==> src/verilog/replicator_pkg.sv <==
// ######################################
// Widths and types shared by the replicator.
// The connection vector is fixed at 16 entries, so the qid and the copy
// count widths follow from it.
// ######################################
`default_nettype none

package replicator_pkg;

	localparam int CONN_NUM = 16;

	typedef logic [CONN_NUM-1:0] conn_vec_t;
	typedef logic [3:0]          conn_id_t;
	typedef logic [4:0]          copy_id_t;   // Holds up to CONN_NUM.
	typedef logic [2:0]          pri_t;
	typedef logic [6:0]          qid_t;       // Priority above connection.
	typedef logic [15:0]         buf_ptr_t;
	typedef logic [13:0]         pkt_len_t;
	typedef logic [3:0]          port_t;

	// ######################################
	// Descriptor held in the unicast and multicast queues
	// ######################################
	typedef struct packed
	{
		conn_vec_t vec;
		pri_t      pri;
		buf_ptr_t  buf_ptr;
		pkt_len_t  len;
		port_t     src_port;
	} queue_entry_t;

	typedef enum logic [1:0]
	{
		reason_flag          = 2'd0,
		reason_empty_vec     = 2'd1,
		reason_mcast_blocked = 2'd2,
		reason_queue_full    = 2'd3
	} discard_reason_t;

	typedef enum logic
	{
		idle    = 1'b0,
		copying = 1'b1
	} engine_state_t;

endpackage

`default_nettype wire

==> src/verilog/queue_if.sv <==
// ######################################
// Link between a descriptor queue, its writer and its reader.
// wr is never raised while full, and rd never while empty.
// head is valid whenever empty is low.
// ######################################
`default_nettype none

interface queue_if
	import replicator_pkg::*;
();

	logic         wr;
	queue_entry_t entry;
	logic         full;
	logic         rd;
	queue_entry_t head;
	logic         empty;

	modport writer (output wr, output entry, input full);

	modport reader (output rd, input head, input empty);

	modport fifo (
		input  wr,
		input  entry,
		input  rd,
		output full,
		output empty,
		output head
	);

endinterface

`default_nettype wire

==> src/verilog/enq_classifier.sv <==
// ######################################
// Enqueue classifier. A request registered at edge N is written to its
// queue, or reported on the discard port, at edge N+1.
// There is no back-pressure toward the request source, so a request
// that meets a full queue is discarded.
// ######################################
`default_nettype none

module enq_classifier
	import replicator_pkg::*;
(
	input  logic            clk,
	input  logic            rst_n,
	input  logic            enq_req,
	input  logic            enq_discard,
	input  logic            enq_allow_mcast,
	input  conn_vec_t       enq_vec,
	input  pri_t            enq_pri,
	input  buf_ptr_t        enq_buf_ptr,
	input  pkt_len_t        enq_len,
	input  port_t           enq_src_port,
	queue_if.writer         ucast_q,
	queue_if.writer         mcast_q,
	output logic            discard_req,
	output discard_reason_t discard_reason,
	output buf_ptr_t        discard_buf_ptr,
	output pkt_len_t        discard_len,
	output port_t           discard_src_port
);

	logic            req_d1;
	logic            discard_d1;
	logic            allow_mcast_d1;
	queue_entry_t    in_entry;
	copy_id_t        copy_cnt;
	logic            ucast_wr;
	logic            mcast_wr;
	logic            drop;
	discard_reason_t reason;

	function automatic copy_id_t count_bits(input conn_vec_t vec);
		copy_id_t sum;
		sum = '0;
		for (int i = 0; i < CONN_NUM; i++)
			sum = sum + copy_id_t'(vec[i]);
		return sum;
	endfunction

	// ######################################
	// Request register
	// ######################################
	always_ff @(posedge clk)
	begin
		if (!rst_n)
			req_d1 <= 1'b0;
		else
			req_d1 <= enq_req;
	end

	always_ff @(posedge clk)
	begin
		discard_d1        <= enq_discard;
		allow_mcast_d1    <= enq_allow_mcast;
		in_entry.vec      <= enq_vec;
		in_entry.pri      <= enq_pri;
		in_entry.buf_ptr  <= enq_buf_ptr;
		in_entry.len      <= enq_len;
		in_entry.src_port <= enq_src_port;
	end

	assign copy_cnt = count_bits(in_entry.vec);

	// ######################################
	// Steering, first match wins
	// ######################################
	always_comb
	begin
		ucast_wr = 1'b0;
		mcast_wr = 1'b0;
		drop     = 1'b0;
		reason   = reason_flag;
		if (req_d1)
		begin
			if (discard_d1)
				drop = 1'b1;
			else if (copy_cnt == copy_id_t'(0))
			begin
				drop   = 1'b1;
				reason = reason_empty_vec;
			end
			else if (copy_cnt == copy_id_t'(1))
			begin
				drop     = ucast_q.full;
				ucast_wr = !ucast_q.full;
				reason   = reason_queue_full;
			end
			else if (!allow_mcast_d1)
			begin
				drop   = 1'b1;
				reason = reason_mcast_blocked;
			end
			else
			begin
				drop     = mcast_q.full;
				mcast_wr = !mcast_q.full;
				reason   = reason_queue_full;
			end
		end
	end

	assign ucast_q.wr    = ucast_wr;
	assign ucast_q.entry = in_entry;
	assign mcast_q.wr    = mcast_wr;
	assign mcast_q.entry = in_entry;

	always_ff @(posedge clk)
	begin
		if (!rst_n)
			discard_req <= 1'b0;
		else
			discard_req <= drop;
	end

	always_ff @(posedge clk)
	begin
		if (drop)
		begin
			discard_reason   <= reason;
			discard_buf_ptr  <= in_entry.buf_ptr;
			discard_len      <= in_entry.len;
			discard_src_port <= in_entry.src_port;
		end
	end

	// Each request is either written to a queue or discarded, never both.
	a_write_or_discard: assert property (@(posedge clk) disable iff (!rst_n)
		enq_req |-> ##2 (discard_req != $past(ucast_q.wr || mcast_q.wr)));

endmodule

`default_nettype wire

==> src/verilog/desc_fifo.sv <==
// ######################################
// Synchronous descriptor queue of 2**DEPTH_BITS entries.
// head shows the oldest entry with no read latency.
// ######################################
`default_nettype none

module desc_fifo
	import replicator_pkg::*;
#(
	parameter int DEPTH_BITS = 4
)(
	input logic   clk,
	input logic   rst_n,
	queue_if.fifo q
);

	localparam int DEPTH = 1 << DEPTH_BITS;

	queue_entry_t          mem [DEPTH];
	logic [DEPTH_BITS:0]   wr_ptr;   // Extra bit tells full from empty.
	logic [DEPTH_BITS:0]   rd_ptr;
	logic                  do_wr;
	logic                  do_rd;

	assign do_wr = q.wr && !q.full;
	assign do_rd = q.rd && !q.empty;

	always_ff @(posedge clk)
	begin
		if (!rst_n)
		begin
			wr_ptr <= '0;
			rd_ptr <= '0;
		end
		else
		begin
			if (do_wr)
				wr_ptr <= wr_ptr + 1'b1;
			if (do_rd)
				rd_ptr <= rd_ptr + 1'b1;
		end
	end

	always_ff @(posedge clk)
	begin
		if (do_wr)
			mem[wr_ptr[DEPTH_BITS-1:0]] <= q.entry;
	end

	// ######################################
	// Status and head
	// ######################################
	assign q.empty = (wr_ptr == rd_ptr);
	assign q.full  = (wr_ptr[DEPTH_BITS] != rd_ptr[DEPTH_BITS]) &&
		(wr_ptr[DEPTH_BITS-1:0] == rd_ptr[DEPTH_BITS-1:0]);
	assign q.head  = mem[rd_ptr[DEPTH_BITS-1:0]];

	// Writer and reader must honour the queue status.
	a_no_write_full: assert property (@(posedge clk) disable iff (!rst_n)
		!(q.wr && q.full));

	a_no_read_empty: assert property (@(posedge clk) disable iff (!rst_n)
		!(q.rd && q.empty));

endmodule

`default_nettype wire

==> src/verilog/copy_engine.sv <==
// ######################################
// Copy engine. Unicast wins at each packet boundary.
// One registered copy per set bit, lowest connection first.
// rep_bp holds the engine in place; one idle cycle sits between packets.
// ######################################
`default_nettype none

module copy_engine
	import replicator_pkg::*;
(
	input  logic     clk,
	input  logic     rst_n,
	input  logic     rep_bp,
	queue_if.reader  ucast_q,
	queue_if.reader  mcast_q,
	output logic     rep_req,
	output logic     rep_ucast,
	output logic     rep_last,
	output copy_id_t rep_copy_id,
	output qid_t     rep_qid,
	output buf_ptr_t rep_buf_ptr,
	output pkt_len_t rep_len,
	output port_t    rep_src_port
);

	engine_state_t state;
	queue_entry_t  cur;
	logic          cur_ucast;
	conn_vec_t     rem_vec;
	conn_vec_t     rem_next;
	conn_id_t      low_conn;
	copy_id_t      copy_cnt;
	logic          pop_u;
	logic          pop_m;
	logic          issue;

	function automatic conn_id_t lowest_bit(input conn_vec_t vec);
		conn_id_t idx;
		idx = '0;
		for (int i = CONN_NUM - 1; i >= 0; i--)
		begin
			if (vec[i])
				idx = conn_id_t'(i);
		end
		return idx;
	endfunction

	// ######################################
	// Queue arbitration
	// ######################################
	assign pop_u = (state == idle) && !ucast_q.empty;
	assign pop_m = (state == idle) && ucast_q.empty && !mcast_q.empty;

	assign ucast_q.rd = pop_u;
	assign mcast_q.rd = pop_m;

	assign issue    = (state == copying) && !rep_bp;
	assign low_conn = lowest_bit(rem_vec);
	assign rem_next = rem_vec & (rem_vec - conn_vec_t'(1));   // Drop lowest bit.

	always_ff @(posedge clk)
	begin
		if (!rst_n)
		begin
			state    <= idle;
			rem_vec  <= '0;
			copy_cnt <= '0;
			rep_req  <= 1'b0;
		end
		else
		begin
			rep_req <= issue;
			case (state)
				idle:
				begin
					if (pop_u || pop_m)
					begin
						rem_vec  <= pop_u ? ucast_q.head.vec : mcast_q.head.vec;
						copy_cnt <= '0;
						state    <= copying;
					end
				end
				copying:
				begin
					if (!rep_bp)
					begin
						rem_vec  <= rem_next;
						copy_cnt <= copy_cnt + copy_id_t'(1);
						if (rem_next == '0)
							state <= idle;   // Last copy issued.
					end
				end
				default:
					state <= idle;
			endcase
		end
	end

	always_ff @(posedge clk)
	begin
		if (pop_u || pop_m)
		begin
			cur       <= pop_u ? ucast_q.head : mcast_q.head;
			cur_ucast <= pop_u;
		end
	end

	// ######################################
	// Copy outputs
	// ######################################
	always_ff @(posedge clk)
	begin
		if (issue)
		begin
			rep_ucast    <= cur_ucast;
			rep_last     <= (rem_next == '0);
			rep_copy_id  <= copy_cnt;
			rep_qid      <= {cur.pri, low_conn};
			rep_buf_ptr  <= cur.buf_ptr;
			rep_len      <= cur.len;
			rep_src_port <= cur.src_port;
		end
	end

	// Back-pressure seen at an edge stops the copy of the next cycle
	// and holds the position within the packet.
	a_bp_stalls: assert property (@(posedge clk) disable iff (!rst_n)
		rep_bp |=> !rep_req &&
			($past(state) != copying || ($stable(rem_vec) && $stable(copy_cnt))));

endmodule

`default_nettype wire

==> src/verilog/packet_replicator.sv <==
// ######################################
// Packet replicator top level.
// enq_req is a one-cycle strobe with no back-pressure.
// Queue depths are 2**UCAST_DEPTH_BITS and 2**MCAST_DEPTH_BITS.
// ######################################
`default_nettype none

module packet_replicator
	import replicator_pkg::*;
#(
	parameter int UCAST_DEPTH_BITS = 4,
	parameter int MCAST_DEPTH_BITS = 3
)(
	input  logic            clk,
	input  logic            rst_n,
	input  logic            enq_req,
	input  logic            enq_discard,
	input  logic            enq_allow_mcast,
	input  conn_vec_t       enq_vec,
	input  pri_t            enq_pri,
	input  buf_ptr_t        enq_buf_ptr,
	input  pkt_len_t        enq_len,
	input  port_t           enq_src_port,
	input  logic            rep_bp,
	output logic            rep_req,
	output logic            rep_ucast,
	output logic            rep_last,
	output copy_id_t        rep_copy_id,
	output qid_t            rep_qid,
	output buf_ptr_t        rep_buf_ptr,
	output pkt_len_t        rep_len,
	output port_t           rep_src_port,
	output logic            discard_req,
	output discard_reason_t discard_reason,
	output buf_ptr_t        discard_buf_ptr,
	output pkt_len_t        discard_len,
	output port_t           discard_src_port
);

	queue_if ucast_if ();
	queue_if mcast_if ();

	enq_classifier classifier_i (
		.clk              (clk),
		.rst_n            (rst_n),
		.enq_req          (enq_req),
		.enq_discard      (enq_discard),
		.enq_allow_mcast  (enq_allow_mcast),
		.enq_vec          (enq_vec),
		.enq_pri          (enq_pri),
		.enq_buf_ptr      (enq_buf_ptr),
		.enq_len          (enq_len),
		.enq_src_port     (enq_src_port),
		.ucast_q          (ucast_if.writer),
		.mcast_q          (mcast_if.writer),
		.discard_req      (discard_req),
		.discard_reason   (discard_reason),
		.discard_buf_ptr  (discard_buf_ptr),
		.discard_len      (discard_len),
		.discard_src_port (discard_src_port)
	);

	desc_fifo #(.DEPTH_BITS(UCAST_DEPTH_BITS)) ucast_fifo (
		.clk   (clk),
		.rst_n (rst_n),
		.q     (ucast_if.fifo)
	);

	desc_fifo #(.DEPTH_BITS(MCAST_DEPTH_BITS)) mcast_fifo (
		.clk   (clk),
		.rst_n (rst_n),
		.q     (mcast_if.fifo)
	);

	copy_engine engine_i (
		.clk          (clk),
		.rst_n        (rst_n),
		.rep_bp       (rep_bp),
		.ucast_q      (ucast_if.reader),
		.mcast_q      (mcast_if.reader),
		.rep_req      (rep_req),
		.rep_ucast    (rep_ucast),
		.rep_last     (rep_last),
		.rep_copy_id  (rep_copy_id),
		.rep_qid      (rep_qid),
		.rep_buf_ptr  (rep_buf_ptr),
		.rep_len      (rep_len),
		.rep_src_port (rep_src_port)
	);

endmodule

`default_nettype wire

==> config.mk <==
export PLATFORM = sky130hd
export DESIGN_NAME = packet_replicator
export DESIGN_NICKNAME = d
export VERILOG_FILES = /design/src/verilog/replicator_pkg.sv /design/src/verilog/queue_if.sv /design/src/verilog/enq_classifier.sv /design/src/verilog/desc_fifo.sv /design/src/verilog/copy_engine.sv /design/src/verilog/packet_replicator.sv
export SDC_FILE = /design/constraint.sdc
export NUM_CORES = 1
export LEC_CHECK = 0
export BUFFER_PORTS_ARGS = -buffer_cell sky130_fd_sc_hd__buf_4
export CORE_ASPECT_RATIO = 2
export CORE_UTILIZATION = 30
export DETAILED_ROUTE_END_ITERATION = 7
export PLACE_DENSITY = 0.47
export SLEW_MARGIN = 30
export SYNTH_ARGS = -nofsm -noshare
export SYNTH_HDL_FRONTEND = slang
export SYNTH_SLANG_ARGS = --single-unit
==> constraint.sdc <==
create_clock -name clk -period 9.5 [get_ports clk]
set_input_delay 0 -clock clk [delete_from_list [all_inputs] [get_ports clk]]
set_output_delay 0 -clock clk [all_outputs]
set_load 0.01 [all_outputs]
==> impl_metrics.yaml <==
logic_synthesis:
  async_flop_share_pct: 0
  synth_seq_area_share_pct: 78.5
  yosysTopAreaCellShare_pct: 74.8
  synth_largest_area_cell: "edfxtp_1"
  ys_ff_latch: 1499
  yosys-top-cells-area: "edfxtp_1 (75%), mux4_2 (14%), dfxtp_1 (3.8%), mux2i_1 (1.1%), nand2_1 (0.57%)"
  synthesis.nets: 2567
  netlist_instances: 2485
  synth_ff_type: "edfxtp_1"
  netlist_area_um2: 56000
  yosysWarningCount: 0
  synth_edf_count: 1394
  yosysUniqueCellTypes: 69
  synth.avg_cell_area_um2: 22.5
floorplan:
  fp-row-count: 223
  dieArea_um2: 188000
  start_util_pct: 30.3
  num_io_pins: 145
  die_x_um: 307
  die_y_um: 613
  core_area_um2: 185000
clocking:
  clock_path_buffers: 4
  clk_latency_ns: 0.81
  clock_tree.root_cell: "clkbuf_16"
  cts_buffers: 147
  cts-htree-levels: 4
  clock_sinks: 1499
  cts_setup_buffers: 0
  clk_pin_slew_ns: 0.07
  cts_tree: "done"
sta:
  rsz0062_at_grt: "no"
  fin_skew_ns: 0.0579
  fmax_mhz: 141
  setup_tns_ns: 0
  setup_viol: 0
  tightest_slew_ns: 0.982
  fin_crit_ns: 7.11
  maxSlewViolCount: 0
  fin_ws_ns: 2.39
  fin_crit_sh_pct: 74.8
  finalHoldViolCount: 0
  timing.slew.headroom_pct: 34.6
detailed_routing:
  drt.antenna.violating_nets: 0
  route.detailed.drc: 0
  num_vias: 26100
  drt_iter0_drc: 1703
  totalWireLength_um: 150000
  first_pass_iters: 5
  wl_per_cell_um: 27.6
  viasPerCell: 4.79
placed_design:
  io_buffers: 144
  post-place-ws_ns: 2.41
  gp_congestion: 0.801
  dp_hpwl_um: 92000
cells_and_area:
  final_nets: 2934
  fillers: 16900
  drive_gt1_share_pct: 29.6
  synthToLayoutAreaGrowth_pct: 18.8
setup_path:
  criticalPathCategory: "flop to flop"
  path_common_cell: "fa_1"
  critPathMaxFanout: 43
  worstSetupStartpointType: "flop"
  cp.arrival_ns: 7.56
  crit_required_ns: 9.95
  crit_path_max_incr_delay_ns: 0.96
  crit_chain: "ha_1, inv_1, fa_1, inv_1, fa_1, fa_1, inv_1, fa_1, fa_1, inv_1, fa_1, nor4_2, buf_4, and3_1, and3_4, buf_4"
  end_kind: "flop"
  slowest_stage: "and3_4"
flow_run:
  max_cap_violations: 0
power:
  p_clk_share_pct: 39.4
  ir_worst_vdd_mv: 0.133
  p_comb_share_pct: 9.3
  internal_power_mw: 11.4
  p_switching_mw: 3.52
  p_sw_share_pct: 23.6
  pwr-share-seq_pct: 51.3
  p_leak_nw: 20.7
  powerDensity_nw_per_um2: 224
global_route:
  grt_max_degree: 102
  grt_pass1_wl_um: 214000
  overflow: 0
  first_global_vias: 28300
  grt_usage_pct: 16.1
  antenna_found_initial: 2
worst_hold_path:
  hold_class: "input pin to flop"
status:
  status: "finished clean"
## worst max-delay path, delay by kind of cell (launching register included)
kind,cells,cell delay [ns]
and+or+nand+nor,3,2.00
buffers and inverters,6,0.93
adders and majority gates,7,2.97
DFF,1,0.85
## placed cells by master, fill, tap and decap left out, types with 10 or more instances in the layout
cell type / netlist / layout
a211oi_1: 12 / 12
a21oi_1: 24 / 24
and2_1: 15 / 15
and3_4: 0 / 14
buf_4: 4 / 213
bufinv_16: 0 / 13
clkbuf_1: 62 / 27
clkbuf_16: 0 / 151
clkinv_1: 1 / 14
clkinv_2: 0 / 20
clkinvlp_4: 0 / 10
dfxtp_1: 105 / 72
dfxtp_2: 0 / 27
dlygate4sd3_1: 0 / 116
edfxtp_1: 1394 / 1394
fa_1: 10 / 10
ha_1: 13 / 13
inv_1: 27 / 27
mux2i_1: 62 / 62
mux4_2: 358 / 358
nand2_1: 85 / 85
nor2_1: 21 / 15
nor2b_1: 17 / 16
o211ai_1: 10 / 10
o21ai_0: 58 / 58
xnor2_1: 13 / 13
## synthesized netlist by cell type (all sizes together) (6+ instances only)
cell type	instances
nor3	12
buf	61
and2	15
o21ai	60
edfxtp	1394
a21boi	6
ha	13
and3	17
xor2	7
a21oi	24
nand2	85
nor2	21
nand2b	8
dfxtp	105
mux2i	62
clkbuf	62
fa	10
nor2b	17
nand3	8
inv	30
o21a	6
o22ai	8
o211ai	10
mux4	358
xnor2	13
nand4	6
a211oi	12
## kinds of logic after synthesis
group	Yosys count	synth area share, %
multiplexers	425	15.6
XOR/XNOR	20	0.313
flip-flops	1499	78.5
AND/OR/NAND/NOR	213	1.98
AO/OA/AOI/OAI	151	1.71
adder cells (fa/ha/maj)	23	0.648
buffers and inverters	154	1.19
## sequential cells by signal, indices dropped and copies added, names as in the netlist, 2 cells and up, named ones only
name,count
ucast_fifo.mem,848
mcast_fifo.mem,424
classifier_i.mcast_q.entry,53
engine_i.cur,37
classifier_i.discard_buf_ptr,16
engine_i.rem_vec,16
engine_i.rep_buf_ptr,16
classifier_i.discard_len,14
engine_i.rep_len,14
engine_i.rep_qid,7
engine_i.copy_cnt,5
engine_i.rep_copy_id,5
ucast_fifo.rd_ptr,5
ucast_fifo.wr_ptr,5
classifier_i.discard_src_port,4
engine_i.rep_src_port,4
mcast_fifo.rd_ptr,4
mcast_fifo.wr_ptr,4
classifier_i.discard_reason,2
## cell type report
type | instances | area (um2) | area share (%)
Multi-Input combinational cell | 832 | 11500 | 17.3
Tap cell | 2475 | 3100 | 4.66
Antenna cell | 3 | 7.51 | 0.0113
Clock buffer | 186 | 3990 | 6.00
Timing Repair Buffer | 341 | 3030 | 4.55
Sequential cell | 1499 | 44000 | 66.2
Inverter | 31 | 120 | 0.181
Clock inverter | 69 | 739 | 1.11
## stage by stage
step           util [%]  power [mW]  instances  hold WS, ns  cell area, um2
2_1_floorplan         -        8.58       2485       0.0277           56000
3_3_place_gp       32.6        9.16       5054        0.104           60300
3_5_place_dp       32.7        9.18       5060        0.105           60500
4_1_cts            35.9        15.1       5431        0.231           66400
5_1_grt            35.9        15.4       5434        0.291           66500
6_report           35.9        14.9       5436        0.300           66500
## power by group through the flow
stage | Clock (mW) | Sequential, mW | Combinational, mW
after floorplan | 0 | 7.69 | 0.882
after global placement | 0 | 7.79 | 1.37
after detailed placement | 0 | 7.80 | 1.38
after CTS | 6.05 | 7.65 | 1.42
after global routing | 6.26 | 7.67 | 1.50
final | 5.88 | 7.64 | 1.38
## final timing paths
check / start / end / slack [ns] / cells past startpoint
max: classifier_i.mcast_q.entry[38] / ucast_fifo.mem[12][34] / 2.39 / 16
min: rep_bp / engine_i.rem_vec[11] / 0.30 / 5
min reg2reg: engine_i.cur[2] / engine_i.rep_src_port[2] / 0.41 / 0
max reg2reg: classifier_i.mcast_q.entry[38] / ucast_fifo.mem[12][34] / 2.39 / 16
## routing by layer
| layer | up-vias | share of wire [%] | global-route usage [%] |
|---|---|---|---|
| met2 | 636 | 57 | 31.1 |
| met5 | - | 0 | 0 |
| met1 | 14100 | 36 | 18.0 |
| met4 | 0 | 3.2 | 5.60 |
| li1 | 11100 | - | - |
| met3 | 221 | 3.7 | 1.97 |
## repair_timing
action / CTS / global route
endpoints found under the hold margin: 105 / 0
hold buffers: 116 / 0
gates resized for setup: 0 / 0
(Power assumes the default switching activity.)
